--- config.mk ---
export PLATFORM = sky130hd
export DESIGN_NAME = fpu_top
export DESIGN_NICKNAME = d
export VERILOG_FILES = /design/src/logic/fpu_types_pkg.sv /design/src/logic/float_add.sv /design/src/logic/fpu_apb_regs.sv /design/src/logic/fpu_issue.sv /design/src/logic/fpu_result_stage.sv /design/src/logic/fpu_top.sv
export SDC_FILE = /design/constraint.sdc
export NUM_CORES = 1
export LEC_CHECK = 0
export BUFFER_PORTS_ARGS = -buffer_cell sky130_fd_sc_hd__buf_4
export CAP_MARGIN = 20
export CORE_MARGIN = 4
export CORE_UTILIZATION = 50
export CTS_CLUSTER_SIZE = 25
export DETAILED_ROUTE_END_ITERATION = 16
export GPL_TIMING_DRIVEN = 1
export PLACE_DENSITY = 0.67
export SETUP_SLACK_MARGIN = 0.15
export SLEW_MARGIN = 25
export SYNTH_ARGS = -nofsm -noshare
export SYNTH_HDL_FRONTEND = slang
export SYNTH_HIERARCHICAL = 1
export SYNTH_SLANG_ARGS = --single-unit
--- constraint.sdc ---
create_clock -name clk -period 94.9 [get_ports clk]
set_input_delay 18.98 -clock clk [delete_from_list [all_inputs] [get_ports clk]]
set_output_delay 18.98 -clock clk [all_outputs]
set_load 0.02 [all_outputs]
--- src/logic/fpu_types_pkg.sv ---
package fpu_types_pkg;

	// half precision field widths
	localparam int half_float_w = 16;
	localparam int half_exponent_w = 5;
	localparam int half_fraction_w = 10;
	localparam int sign_w = 1;

	// special encodings
	localparam logic [half_float_w - 1 : 0] half_inf = 16'h7C00;
	localparam logic [half_float_w - 1 : 0] half_infn = 16'hFC00;
	localparam logic [half_float_w - 1 : 0] half_nan = 16'h7E00;
	localparam logic [half_float_w - 1 : 0] half_zero = 16'h0000;

	typedef enum logic [1:0] {
		ROUND_NEAREST_EVEN = 2'b00,
		ROUND_INF = 2'b01,
		ROUND_INFN = 2'b10,
		ROUND_ZERO = 2'b11
	} fpu_rounding_mode_t;

	// subtract is an add with operand b negated
	typedef enum logic {
		OP_ADD = 1'b0,
		OP_SUB = 1'b1
	} fpu_opcode_t;

	// apb byte offsets
	typedef enum logic [7:0] {
		REG_OPERAND_A = 8'h00,
		REG_OPERAND_B = 8'h04,
		REG_CTRL = 8'h08,
		REG_STATUS = 8'h0C,
		REG_RESULT = 8'h10
	} fpu_reg_addr_t;

	// ctrl register fields
	localparam int ctrl_opcode_bit = 0;
	localparam int ctrl_round_lsb = 1;
	localparam int ctrl_start_bit = 4;

	// status register fields
	localparam int status_busy_bit = 0;
	localparam int status_done_bit = 1;
	localparam int status_nan_bit = 2;
	localparam int status_inf_bit = 3;
	localparam int status_zero_bit = 4;

endpackage
--- src/logic/float_add.sv ---
module float_add
#(
	parameter int FLOAT_WIDTH = fpu_types_pkg::half_float_w,
	parameter int EXPONENT_WIDTH = fpu_types_pkg::half_exponent_w,
	parameter int FRACTION_WIDTH = fpu_types_pkg::half_fraction_w,
	parameter logic [FLOAT_WIDTH - 1 : 0] FLOAT_NAN = fpu_types_pkg::half_nan,
	parameter logic [FLOAT_WIDTH - 1 : 0] FLOAT_INF = fpu_types_pkg::half_inf,
	parameter logic [FLOAT_WIDTH - 1 : 0] FLOAT_INFN = fpu_types_pkg::half_infn,
	parameter logic [FLOAT_WIDTH - 1 : 0] FLOAT_ZERO = fpu_types_pkg::half_zero
)
(
	input logic [FLOAT_WIDTH - 1 : 0] float1,
	input logic [FLOAT_WIDTH - 1 : 0] float2,
	input fpu_types_pkg::fpu_rounding_mode_t rounding_mode,
	output logic [FLOAT_WIDTH - 1 : 0] sum
);

localparam int SIGN = FLOAT_WIDTH - 1;
localparam int EXP_LSB = FRACTION_WIDTH;
// hidden bit, fraction, then as many guard bits
localparam int MANT_W = 2 * FRACTION_WIDTH + 1;
localparam int MANT_MSB = MANT_W - 1;

logic a_larger;
logic sign_a;
logic sign_b;
logic [EXPONENT_WIDTH - 1 : 0] exponent_a;
logic [EXPONENT_WIDTH - 1 : 0] exponent_b;
logic [EXPONENT_WIDTH - 1 : 0] exp_eff_a;
logic [EXPONENT_WIDTH - 1 : 0] exp_eff_b;
logic [EXPONENT_WIDTH - 1 : 0] exponent_difference;
logic [EXPONENT_WIDTH - 1 : 0] exponent_out;
logic normal_a;
logic normal_b;
logic [MANT_W - 1 : 0] fraction_a;
logic [MANT_W - 1 : 0] fraction_b_full;
logic [MANT_W - 1 : 0] fraction_b;
logic [2 * MANT_W - 1 : 0] fraction_b_wide;
logic [MANT_W - 1 : 0] fraction_out;
logic align_sticky;
logic carry_out;
logic lost_bit;
logic round_bit;
logic sticky_bit;
logic round_up;
logic [SIGN - 1 : 0] rounded;
logic nan_in;
logic inf_1;
logic inf_2;

// magnitude compare, exponent and fraction together
assign a_larger = float1[SIGN - 1 : 0] >= float2[SIGN - 1 : 0];

// a is always the larger magnitude
assign sign_a = a_larger ? float1[SIGN] : float2[SIGN];
assign sign_b = a_larger ? float2[SIGN] : float1[SIGN];
assign exponent_a = a_larger ? float1[SIGN - 1 : EXP_LSB] : float2[SIGN - 1 : EXP_LSB];
assign exponent_b = a_larger ? float2[SIGN - 1 : EXP_LSB] : float1[SIGN - 1 : EXP_LSB];
assign normal_a = |exponent_a;
assign normal_b = |exponent_b;

assign fraction_a = {normal_a,
	a_larger ? float1[FRACTION_WIDTH - 1 : 0] : float2[FRACTION_WIDTH - 1 : 0],
	{FRACTION_WIDTH{1'b0}}};
assign fraction_b_full = {normal_b,
	a_larger ? float2[FRACTION_WIDTH - 1 : 0] : float1[FRACTION_WIDTH - 1 : 0],
	{FRACTION_WIDTH{1'b0}}};

// subnormals share the scale of exponent 1
assign exp_eff_a = normal_a ? exponent_a : EXPONENT_WIDTH'(1);
assign exp_eff_b = normal_b ? exponent_b : EXPONENT_WIDTH'(1);
assign exponent_difference = exp_eff_a - exp_eff_b;

// align b, bits shifted past the guard bits fold into the lsb
assign fraction_b_wide = {fraction_b_full, {MANT_W{1'b0}}} >> exponent_difference;
assign align_sticky = |fraction_b_wide[MANT_W - 1 : 0];
assign fraction_b = fraction_b_wide[2 * MANT_W - 1 : MANT_W] | MANT_W'(align_sticky);

// special operand classes
assign nan_in = (&float1[SIGN - 1 : EXP_LSB] & |float1[FRACTION_WIDTH - 1 : 0])
	| (&float2[SIGN - 1 : EXP_LSB] & |float2[FRACTION_WIDTH - 1 : 0]);
assign inf_1 = (float1 == FLOAT_INF) | (float1 == FLOAT_INFN);
assign inf_2 = (float2 == FLOAT_INF) | (float2 == FLOAT_INFN);

always_comb
begin
	carry_out = 1'b0;
	lost_bit = 1'b0;
	exponent_out = exponent_a;
	fraction_out = '0;

	if (sign_a == sign_b)
	begin
		// same signs, magnitudes add
		{carry_out, fraction_out} = fraction_a + fraction_b;
		if (carry_out)
		begin
			// one bit right, exponent up
			exponent_out = exponent_a + 1'b1;
			lost_bit = fraction_out[0];
			fraction_out = {carry_out, fraction_out[MANT_MSB : 1]};
		end
		else if (~normal_a & fraction_out[MANT_MSB])
		begin
			// two subnormals carried into the normal range
			exponent_out = EXPONENT_WIDTH'(1);
		end
	end
	else
	begin
		// opposite signs, a >= b so no borrow out
		fraction_out = fraction_a - fraction_b;
		if (normal_a)
		begin
			// renormalize, stop at the subnormal boundary
			for (int i = 0; i < MANT_W; i++)
			begin
				if (~fraction_out[MANT_MSB] & (exponent_out > EXPONENT_WIDTH'(1)))
				begin
					fraction_out = fraction_out << 1;
					exponent_out = exponent_out - 1'b1;
				end
			end
			// still no hidden bit, result is subnormal
			if (~fraction_out[MANT_MSB])
				exponent_out = '0;
		end
	end

	// round is first bit below the kept fraction
	round_bit = fraction_out[FRACTION_WIDTH - 1];
	sticky_bit = |fraction_out[FRACTION_WIDTH - 2 : 0] | lost_bit;

	case (rounding_mode)
		fpu_types_pkg::ROUND_NEAREST_EVEN:
			// ties go to the even lsb
			round_up = round_bit & (sticky_bit | fraction_out[FRACTION_WIDTH]);
		fpu_types_pkg::ROUND_INF:
			round_up = ~sign_a & (round_bit | sticky_bit);
		fpu_types_pkg::ROUND_INFN:
			round_up = sign_a & (round_bit | sticky_bit);
		fpu_types_pkg::ROUND_ZERO:
			round_up = 1'b0;
		default:
			round_up = 1'b0;
	endcase

	// increment may carry into exponent
	rounded = {exponent_out, fraction_out[MANT_MSB - 1 : FRACTION_WIDTH]} + SIGN'(round_up);

	if (nan_in)
		sum = FLOAT_NAN;
	else if (inf_1 | inf_2)
	begin
		if (inf_1 & inf_2)
			// inf + -inf is invalid
			sum = (sign_a == sign_b) ? (sign_a ? FLOAT_INFN : FLOAT_INF) : FLOAT_NAN;
		else
			// larger magnitude is the infinite one
			sum = sign_a ? FLOAT_INFN : FLOAT_INF;
	end
	else if (fraction_out == '0)
		// exact cancellation gives +0
		sum = FLOAT_ZERO;
	else if (&exponent_out)
		// exponent overflow saturates
		sum = sign_a ? FLOAT_INFN : FLOAT_INF;
	else
		sum = {sign_a, rounded};
end

endmodule

--- src/logic/fpu_apb_regs.sv ---
module fpu_apb_regs
#(
	parameter int FLOAT_WIDTH = fpu_types_pkg::half_float_w
)
(
	input logic clk,
	input logic rst_n,

	// apb slave
	input logic psel,
	input logic penable,
	input logic pwrite,
	input logic [7:0] paddr,
	input logic [31:0] pwdata,
	output logic [31:0] prdata,
	output logic pready,
	output logic pslverr,

	// towards issue stage
	output logic start,
	output logic [FLOAT_WIDTH - 1 : 0] operand_a,
	output logic [FLOAT_WIDTH - 1 : 0] operand_b,
	output fpu_types_pkg::fpu_opcode_t opcode,
	output fpu_types_pkg::fpu_rounding_mode_t rounding_mode,

	// result stage status
	output logic status_clear,
	input logic [FLOAT_WIDTH - 1 : 0] result,
	input logic busy,
	input logic done,
	input logic flag_nan,
	input logic flag_inf,
	input logic flag_zero
);

logic access;
logic wr_access;
logic addr_mapped;
logic start_req;
logic start_reject;
logic [31:0] read_mux;

// no wait states
assign pready = 1'b1;

// access phase of a transfer
assign access = psel & penable;
assign wr_access = access & pwrite;

// start bit written to ctrl
assign start_req = wr_access & (paddr == fpu_types_pkg::REG_CTRL)
	& pwdata[fpu_types_pkg::ctrl_start_bit];
// second start while an op is in flight
assign start_reject = start_req & busy;

assign pslverr = access & (~addr_mapped
	| (pwrite & (paddr == fpu_types_pkg::REG_RESULT))
	| start_reject);

// any status write clears done and flags
assign status_clear = wr_access & (paddr == fpu_types_pkg::REG_STATUS);

// address decode and read data, zero extended
always_comb
begin
	addr_mapped = 1'b1;
	read_mux = '0;
	case (paddr)
		fpu_types_pkg::REG_OPERAND_A:
			read_mux[FLOAT_WIDTH - 1 : 0] = operand_a;
		fpu_types_pkg::REG_OPERAND_B:
			read_mux[FLOAT_WIDTH - 1 : 0] = operand_b;
		fpu_types_pkg::REG_CTRL:
		begin
			// start reads back as zero
			read_mux[fpu_types_pkg::ctrl_opcode_bit] = opcode;
			read_mux[fpu_types_pkg::ctrl_round_lsb +: 2] = rounding_mode;
		end
		fpu_types_pkg::REG_STATUS:
		begin
			read_mux[fpu_types_pkg::status_busy_bit] = busy;
			read_mux[fpu_types_pkg::status_done_bit] = done;
			read_mux[fpu_types_pkg::status_nan_bit] = flag_nan;
			read_mux[fpu_types_pkg::status_inf_bit] = flag_inf;
			read_mux[fpu_types_pkg::status_zero_bit] = flag_zero;
		end
		fpu_types_pkg::REG_RESULT:
			read_mux[FLOAT_WIDTH - 1 : 0] = result;
		default:
			addr_mapped = 1'b0;
	endcase
end

always_ff @(posedge clk)
begin
	if (~rst_n)
	begin
		start <= 1'b0;
		operand_a <= '0;
		operand_b <= '0;
		opcode <= fpu_types_pkg::OP_ADD;
		rounding_mode <= fpu_types_pkg::ROUND_NEAREST_EVEN;
		prdata <= '0;
	end
	else
	begin
		// one cycle pulse, only when idle
		start <= start_req & ~busy;

		if (wr_access & (paddr == fpu_types_pkg::REG_OPERAND_A))
			operand_a <= pwdata[FLOAT_WIDTH - 1 : 0];
		if (wr_access & (paddr == fpu_types_pkg::REG_OPERAND_B))
			operand_b <= pwdata[FLOAT_WIDTH - 1 : 0];

		// rejected start leaves ctrl untouched
		if (wr_access & (paddr == fpu_types_pkg::REG_CTRL) & ~start_reject)
		begin
			opcode <= fpu_types_pkg::fpu_opcode_t'(pwdata[fpu_types_pkg::ctrl_opcode_bit]);
			rounding_mode <= fpu_types_pkg::fpu_rounding_mode_t'(
				pwdata[fpu_types_pkg::ctrl_round_lsb +: 2]);
		end

		// read data sampled in the setup cycle
		if (psel & ~penable & ~pwrite)
			prdata <= read_mux;
	end
end

endmodule

--- src/logic/fpu_issue.sv ---
module fpu_issue
#(
	parameter int FLOAT_WIDTH = fpu_types_pkg::half_float_w,
	parameter int EXPONENT_WIDTH = fpu_types_pkg::half_exponent_w,
	parameter int FRACTION_WIDTH = fpu_types_pkg::half_fraction_w,
	parameter logic [FLOAT_WIDTH - 1 : 0] FLOAT_NAN = fpu_types_pkg::half_nan,
	parameter logic [FLOAT_WIDTH - 1 : 0] FLOAT_INF = fpu_types_pkg::half_inf,
	parameter logic [FLOAT_WIDTH - 1 : 0] FLOAT_INFN = fpu_types_pkg::half_infn,
	parameter logic [FLOAT_WIDTH - 1 : 0] FLOAT_ZERO = fpu_types_pkg::half_zero
)
(
	input logic clk,
	input logic rst_n,
	input logic start,
	input logic [FLOAT_WIDTH - 1 : 0] operand_a,
	input logic [FLOAT_WIDTH - 1 : 0] operand_b,
	input fpu_types_pkg::fpu_opcode_t opcode,
	input fpu_types_pkg::fpu_rounding_mode_t rounding_mode,
	output logic sum_valid,
	output logic [FLOAT_WIDTH - 1 : 0] sum
);

logic sub_op;
logic add_valid;
logic [FLOAT_WIDTH - 1 : 0] float1_q;
logic [FLOAT_WIDTH - 1 : 0] float2_q;
fpu_types_pkg::fpu_rounding_mode_t rounding_mode_q;
logic [FLOAT_WIDTH - 1 : 0] add_sum;

// a - b computed as a + (-b)
assign sub_op = (opcode == fpu_types_pkg::OP_SUB);

// valid pipe, stage 1 then stage 2
always_ff @(posedge clk)
begin
	if (~rst_n)
	begin
		add_valid <= 1'b0;
		sum_valid <= 1'b0;
	end
	else
	begin
		add_valid <= start;
		sum_valid <= add_valid;
	end
end

always_ff @(posedge clk)
begin
	if (~rst_n)
	begin
		float1_q <= '0;
		float2_q <= '0;
		rounding_mode_q <= fpu_types_pkg::ROUND_NEAREST_EVEN;
		sum <= '0;
	end
	else
	begin
		// operand capture, b sign flipped for sub
		if (start)
		begin
			float1_q <= operand_a;
			float2_q <= {operand_b[FLOAT_WIDTH - 1] ^ sub_op,
				operand_b[FLOAT_WIDTH - 2 : 0]};
			rounding_mode_q <= rounding_mode;
		end
		// adder output
		if (add_valid)
			sum <= add_sum;
	end
end

float_add
#(
	.FLOAT_WIDTH(FLOAT_WIDTH),
	.EXPONENT_WIDTH(EXPONENT_WIDTH),
	.FRACTION_WIDTH(FRACTION_WIDTH),
	.FLOAT_NAN(FLOAT_NAN),
	.FLOAT_INF(FLOAT_INF),
	.FLOAT_INFN(FLOAT_INFN),
	.FLOAT_ZERO(FLOAT_ZERO)
)
u_float_add
(
	.float1(float1_q),
	.float2(float2_q),
	.rounding_mode(rounding_mode_q),
	.sum(add_sum)
);

endmodule

--- src/logic/fpu_result_stage.sv ---
module fpu_result_stage
#(
	parameter int FLOAT_WIDTH = fpu_types_pkg::half_float_w,
	parameter int EXPONENT_WIDTH = fpu_types_pkg::half_exponent_w,
	parameter int FRACTION_WIDTH = fpu_types_pkg::half_fraction_w
)
(
	input logic clk,
	input logic rst_n,
	input logic start,
	input logic sum_valid,
	input logic [FLOAT_WIDTH - 1 : 0] sum,
	input logic status_clear,
	output logic [FLOAT_WIDTH - 1 : 0] result,
	output logic busy,
	output logic done,
	output logic flag_nan,
	output logic flag_inf,
	output logic flag_zero
);

logic busy_q;
logic exp_ones;
logic frac_nonzero;
logic sum_nan;
logic sum_inf;
logic sum_zero;

// classify the value being captured
assign exp_ones = &sum[FRACTION_WIDTH +: EXPONENT_WIDTH];
assign frac_nonzero = |sum[FRACTION_WIDTH - 1 : 0];
assign sum_nan = exp_ones & frac_nonzero;
assign sum_inf = exp_ones & ~frac_nonzero;
// either signed zero
assign sum_zero = ~|sum[FLOAT_WIDTH - 2 : 0];

// start pulse counts as busy already
assign busy = busy_q | start;

always_ff @(posedge clk)
begin
	if (~rst_n)
	begin
		busy_q <= 1'b0;
		done <= 1'b0;
		result <= '0;
		flag_nan <= 1'b0;
		flag_inf <= 1'b0;
		flag_zero <= 1'b0;
	end
	else
	begin
		if (sum_valid)
			busy_q <= 1'b0;
		if (start)
			busy_q <= 1'b1;

		// new result wins over clear
		if (sum_valid)
			done <= 1'b1;
		else if (start | status_clear)
			done <= 1'b0;

		if (sum_valid)
			result <= sum;

		// sticky until a status write
		flag_nan <= (flag_nan & ~status_clear) | (sum_valid & sum_nan);
		flag_inf <= (flag_inf & ~status_clear) | (sum_valid & sum_inf);
		flag_zero <= (flag_zero & ~status_clear) | (sum_valid & sum_zero);
	end
end

endmodule

--- src/logic/fpu_top.sv ---
module fpu_top
#(
	parameter int FLOAT_WIDTH = fpu_types_pkg::half_float_w,
	parameter int EXPONENT_WIDTH = fpu_types_pkg::half_exponent_w,
	parameter int FRACTION_WIDTH = fpu_types_pkg::half_fraction_w
)
(
	input logic clk,
	input logic rst_n,
	input logic psel,
	input logic penable,
	input logic pwrite,
	input logic [7:0] paddr,
	input logic [31:0] pwdata,
	output logic [31:0] prdata,
	output logic pready,
	output logic pslverr
);

// special values built from the field widths
localparam logic [FLOAT_WIDTH - 1 : 0] FLOAT_INF =
	{{fpu_types_pkg::sign_w{1'b0}}, {EXPONENT_WIDTH{1'b1}}, {FRACTION_WIDTH{1'b0}}};
localparam logic [FLOAT_WIDTH - 1 : 0] FLOAT_INFN =
	{{fpu_types_pkg::sign_w{1'b1}}, {EXPONENT_WIDTH{1'b1}}, {FRACTION_WIDTH{1'b0}}};
// quiet nan, top fraction bit set
localparam logic [FLOAT_WIDTH - 1 : 0] FLOAT_NAN =
	{{fpu_types_pkg::sign_w{1'b0}}, {EXPONENT_WIDTH{1'b1}}, 1'b1, {(FRACTION_WIDTH - 1){1'b0}}};
localparam logic [FLOAT_WIDTH - 1 : 0] FLOAT_ZERO = '0;

logic start;
logic [FLOAT_WIDTH - 1 : 0] operand_a;
logic [FLOAT_WIDTH - 1 : 0] operand_b;
fpu_types_pkg::fpu_opcode_t opcode;
fpu_types_pkg::fpu_rounding_mode_t rounding_mode;
logic status_clear;
logic sum_valid;
logic [FLOAT_WIDTH - 1 : 0] sum;
logic [FLOAT_WIDTH - 1 : 0] result;
logic busy;
logic done;
logic flag_nan;
logic flag_inf;
logic flag_zero;

// software interface
fpu_apb_regs
#(
	.FLOAT_WIDTH(FLOAT_WIDTH)
)
u_regs
(
	.clk(clk),
	.rst_n(rst_n),
	.psel(psel),
	.penable(penable),
	.pwrite(pwrite),
	.paddr(paddr),
	.pwdata(pwdata),
	.prdata(prdata),
	.pready(pready),
	.pslverr(pslverr),
	.start(start),
	.operand_a(operand_a),
	.operand_b(operand_b),
	.opcode(opcode),
	.rounding_mode(rounding_mode),
	.status_clear(status_clear),
	.result(result),
	.busy(busy),
	.done(done),
	.flag_nan(flag_nan),
	.flag_inf(flag_inf),
	.flag_zero(flag_zero)
);

// two stage add pipe
fpu_issue
#(
	.FLOAT_WIDTH(FLOAT_WIDTH),
	.EXPONENT_WIDTH(EXPONENT_WIDTH),
	.FRACTION_WIDTH(FRACTION_WIDTH),
	.FLOAT_NAN(FLOAT_NAN),
	.FLOAT_INF(FLOAT_INF),
	.FLOAT_INFN(FLOAT_INFN),
	.FLOAT_ZERO(FLOAT_ZERO)
)
u_issue
(
	.clk(clk),
	.rst_n(rst_n),
	.start(start),
	.operand_a(operand_a),
	.operand_b(operand_b),
	.opcode(opcode),
	.rounding_mode(rounding_mode),
	.sum_valid(sum_valid),
	.sum(sum)
);

// result hold and status
fpu_result_stage
#(
	.FLOAT_WIDTH(FLOAT_WIDTH),
	.EXPONENT_WIDTH(EXPONENT_WIDTH),
	.FRACTION_WIDTH(FRACTION_WIDTH)
)
u_result
(
	.clk(clk),
	.rst_n(rst_n),
	.start(start),
	.sum_valid(sum_valid),
	.sum(sum),
	.status_clear(status_clear),
	.result(result),
	.busy(busy),
	.done(done),
	.flag_nan(flag_nan),
	.flag_inf(flag_inf),
	.flag_zero(flag_zero)
);

endmodule

==> impl_metrics.prom <==
# TYPE chip_impl_metric gauge
chip_impl_metric{name="arrival_time_at_the_worst_endpoint",unit="ns"} 43.45
chip_impl_metric{name="portBuffers",unit=""} 45
chip_impl_info{name="ctsRootBufferMaster",value="clkbuf_16"} 1
chip_impl_metric{name="placed_cells",unit=""} 3398
chip_impl_metric{name="detailed_place_hpwl",unit="µm"} 49820
chip_impl_metric{name="nNetsFinal",unit=""} 2996
chip_impl_metric{name="multi_input_comb_area",unit="µm²"} 17450
chip_impl_metric{name="groute.usage.overall",unit=""} 0.2630
chip_impl_metric{name="required",unit="ns"} 95.20
chip_impl_metric{name="fmaxAchievable",unit="GHz"} 0.02317
chip_impl_metric{name="post-route-worst-setup-slack",unit="ns"} 51.74
chip_impl_metric{name="drt_iter0_drc",unit=""} 1941
chip_impl_metric{name="power.net_switching",unit="mW"} 0.03279
chip_impl_metric{name="cts.sink_count",unit=""} 125
chip_impl_metric{name="initial_core_util",unit=""} 0.5055
chip_impl_info{name="worstHoldPathType",value="flop to flop"} 1
chip_impl_metric{name="slew_headroom",unit=""} 0.2991
chip_impl_metric{name="syn-cell-area",unit="µm²"} 21200
chip_impl_metric{name="cp_max_fo",unit=""} 42
chip_impl_metric{name="sequential_group_share_of_total_power",unit=""} 0.416
chip_impl_metric{name="row_count",unit=""} 75
chip_impl_info{name="type_of_element_launching_the_critical_path",value="flop"} 1
chip_impl_metric{name="detail_route.first_pass.iterations",unit=""} 5
chip_impl_metric{name="detail-route-antenna-nets",unit=""} 0
chip_impl_metric{name="antenna_found_initial",unit=""} 0
chip_impl_metric{name="critical-path-max-stage-delay",unit="ns"} 0.84
chip_impl_metric{name="min_delay_path_depth",unit=""} 1
chip_impl_metric{name="power_density",unit="nW/µm²"} 5.704
chip_impl_metric{name="combinationalPowerShare",unit=""} 0.115
chip_impl_metric{name="finalNonFillerCells",unit=""} 3429
chip_impl_metric{name="cts.repair_timing.setup_buffer_count",unit=""} 0
chip_impl_info{name="netlist.top_cell.by_area",value="mux2i_1"} 1
chip_impl_metric{name="syn_area_per_cell",unit="µm²"} 7.178
chip_impl_info{name="status",value="complete, no violations"} 1
chip_impl_metric{name="clkLatencyLatePin",unit="ns"} 0.41
chip_impl_info{name="netlist_top_cells_area",value="mux2i_1, dfxtp_1, nand2_1"} 1
chip_impl_metric{name="power.leakage",unit="nW"} 8.540
chip_impl_metric{name="grt_start_max_net_pins",unit=""} 131
chip_impl_metric{name="share_of_the_cycle_needed_by_the_critical_path_after_routing",unit=""} 0.4548
chip_impl_info{name="critical-path-slowest-cell",value="o31a_1"} 1
chip_impl_metric{name="library_cells_used_by_synthesis",unit=""} 136
chip_impl_info{name="critical_path_class",value="flop to flop"} 1
chip_impl_metric{name="maxCapViolations",unit=""} 0
chip_impl_metric{name="detailedPlace.worstSlack",unit="ns"} 52.03
chip_impl_metric{name="cts-hold-fix-buffers",unit=""} 0
chip_impl_metric{name="io_pins",unit=""} 79
chip_impl_metric{name="drt_drc_violations_left",unit=""} 0
chip_impl_metric{name="grt_first_pass_wirelength",unit="µm"} 104300
chip_impl_metric{name="clk_path_buf_depth",unit=""} 2
chip_impl_metric{name="filler_cell_count",unit=""} 4118
chip_impl_metric{name="detailed_route_wire_length",unit="µm"} 64020
chip_impl_metric{name="total_cts_buffers",unit=""} 17
chip_impl_metric{name="routed_vias_inst",unit=""} 6.448
chip_impl_metric{name="ys_seq_elements",unit=""} 125
chip_impl_info{name="layout_commonest_cell",value="mux2i_1"} 1
chip_impl_metric{name="placement.cell_area",unit="µm²"} 21600
chip_impl_metric{name="routed_len_inst",unit="µm"} 18.67
chip_impl_info{name="final_cell_mix",value="mux2i_1, nand2_1, nor2_1, o21ai_0, a21oi_1"} 1
chip_impl_metric{name="p_sw_frac",unit=""} 0.2593
chip_impl_metric{name="grt_overflow",unit=""} 0
chip_impl_metric{name="clk_pin_slew",unit="ns"} 0.06
chip_impl_metric{name="share_of_the_synthesized_area_in_the_top_cell_type",unit=""} 0.1534
chip_impl_metric{name="quantity_of_gates_resized_following_cts",unit=""} 0
chip_impl_metric{name="finalMaxSlewViolations",unit=""} 0
chip_impl_metric{name="floorplan.die.width",unit="µm"} 213.9
chip_impl_metric{name="fp.dieH",unit="µm"} 213.9
chip_impl_metric{name="grt_pass1_vias",unit=""} 20470
chip_impl_metric{name="worstMarginPinSlew",unit="ns"} 1.025
chip_impl_metric{name="synth.yosys.seq_area_share",unit=""} 0.1180
chip_impl_metric{name="core",unit="µm²"} 41950
chip_impl_info{name="clock_tree_from_tritoncts",value="yes"} 1
chip_impl_metric{name="design.die.area",unit="µm²"} 45770
chip_impl_metric{name="timing_hold_violations_final",unit=""} 0
chip_impl_info{name="rsz0062_at_grt",value="no"} 1
chip_impl_metric{name="peakVddDrop",unit="µV"} 14.82
chip_impl_metric{name="gp_congestion",unit=""} 0.9447
chip_impl_metric{name="register_area",unit="µm²"} 2505
chip_impl_metric{name="post_route_cells_drive_above_1_share",unit=""} 0.1024
chip_impl_info{name="crit_top_cell",value="ha_1"} 1
chip_impl_metric{name="pwr-share-clk",unit=""} 0.469
chip_impl_metric{name="ff2ff_path_depth",unit=""} 166
chip_impl_metric{name="async_flop_share",unit=""} 0
chip_impl_info{name="worstSetupEndpointType",value="flop"} 1
chip_impl_metric{name="synth_edf_count",unit=""} 0
chip_impl_metric{name="period_minus_slack",unit="ns"} 43.16
chip_impl_metric{name="totalNegativeSetupSlack",unit="ns"} 0
chip_impl_metric{name="layout-area-overhead-vs-synth",unit="%"} 4.579
chip_impl_metric{name="antenna_cells",unit=""} 0
chip_impl_metric{name="setup_viol",unit=""} 0
chip_impl_metric{name="synth_cells",unit=""} 2954
chip_impl_metric{name="utilization",unit=""} 0.5287
chip_impl_metric{name="internal_power",unit="mW"} 0.09368
chip_impl_metric{name="routed-via-count",unit=""} 22110
chip_impl_metric{name="clock-skew-final",unit="ns"} 0.006357
chip_impl_metric{name="postLayoutCellArea",unit="µm²"} 22180
chip_impl_metric{name="synth-warning-count",unit=""} 6
chip_impl_info{name="synth_flop_cell",value="dfxtp_1"} 1
chip_impl_metric{name="cts-htree-levels",unit=""} 4
registers in the layout, indices dropped and copies added, names as in the netlist:
register	flops
u_result/busy_q	1
u_regs/opcode	1
u_result/flag_inf	1
u_regs/start	1
u_issue/float1_q	16
u_issue/float2_q	16
u_result/flag_nan	1
u_issue/sum_valid	1
u_regs/prdata	16
u_regs/operand_a	16
u_regs/operand_b	16
u_result/result	16
u_issue/add_valid	1
u_issue/rounding_mode_q	2
u_issue/sum	16
u_result/flag_zero	1
u_regs/rounding_mode	2
u_result/done	1
worst paths after layout:
kind,from,endpoint,slack [ns]
worst min-delay path,u_regs/prdata[6],u_regs/prdata[6],0.49
worst max-delay path,u_issue/float1_q[0],u_issue/sum[10],51.74
worst max register to register,u_issue/float1_q[0],u_issue/sum[10],51.74
worst min register to register,u_regs/prdata[6],u_regs/prdata[6],0.49
logic make-up after synthesis:
group / after synthesis / share of synthesized area
AND/OR/NAND/NOR: 1093 / 0.2524
flip-flops: 125 / 0.1180
AO/OA/AOI/OAI: 929 / 0.3109
XOR/XNOR: 70 / 0.02980
buffers and inverters: 289 / 0.06361
multiplexers: 373 / 0.1812
adder cells (fa/ha/maj): 73 / 0.04367
other: 2 / 0.0003542
cell type report:
type | count | share of cell area
clock buffer | 17 | 0.01918
clock inverter | 13 | 0.005473
inverter | 97 | 0.01642
multi-input combinational | 2555 | 0.7869
sequential | 125 | 0.1130
tap | 539 | 0.03041
timing repair buffer | 83 | 0.02861
Yosys cell counts (11+ instances only):
master,instances
nor2_1,291
buf_2,34
a211o_1,17
or2_2,18
o21a_1,25
o22ai_1,27
buf_4,23
o21ai_1,38
a21boi_1,21
a211oi_1,41
nand4_1,24
a2111oi_0,12
nand2_1,302
ha_1,70
nor3_1,53
nand2b_1,24
nor2b_1,82
or3_1,26
clkbuf_1,101
and2_1,36
buf_1,20
a21o_1,32
a22oi_1,14
o31a_1,11
mux2_2,41
a21oi_1,180
nand3_1,122
o31ai_1,24
xor2_1,22
o2bb2ai_1,20
nor4_1,16
dfxtp_1,125
a31oi_1,30
inv_1,91
and3_1,28
o211ai_1,30
mux2i_1,325
nand3b_1,11
o21ai_0,187
xnor2_1,47
routing by layer:
| layer | vias to the layer above | global-route usage | part of all wire |
|---|---|---|---|
| li1 | 10830 | - | - |
| met1 | 10460 | 0.3449 | 0.45 |
| met4 | 0 | 0.09769 | 0.036 |
| met5 | - | 0 | 0 |
| met3 | 125 | 0.01816 | 0.042 |
| met2 | 693 | 0.4552 | 0.48 |
power groups by stage:
stage	Clock [mW]	Sequential, mW	Combinational (mW)
4_1_cts	0.0605	0.0526	0.0142
5_1_grt	0.0630	0.0526	0.0159
3_5_place_dp	0	0.0537	0.0141
3_3_place_gp	0	0.0537	0.0138
2_1_floorplan	0	0.0538	0.0116
6_report	0.0593	0.0526	0.0146
critical path: cells and delay by family, from the launching register on:
kind	cells	cell delay, ns
AOI/OAI and AO/OA	54	15.43
buffers and inverters	31	5.87
xor gates and xnor gates	11	3.37
DFF	1	0.56
and+or+nand+nor	38	9.18
adders and majority gates	26	6.72
muxes	6	1.78
through the flow:
step	hold slack [ns]	power [mW]
3_5_place_dp	0.4690	0.06788
6_report	0.4868	0.1265
4_1_cts	0.4863	0.1273
5_1_grt	0.5062	0.1315
2_1_floorplan	0.4258	0.06544
3_3_place_gp	0.4621	0.06758
No activity file was read; power rests on OpenSTA's default activity.
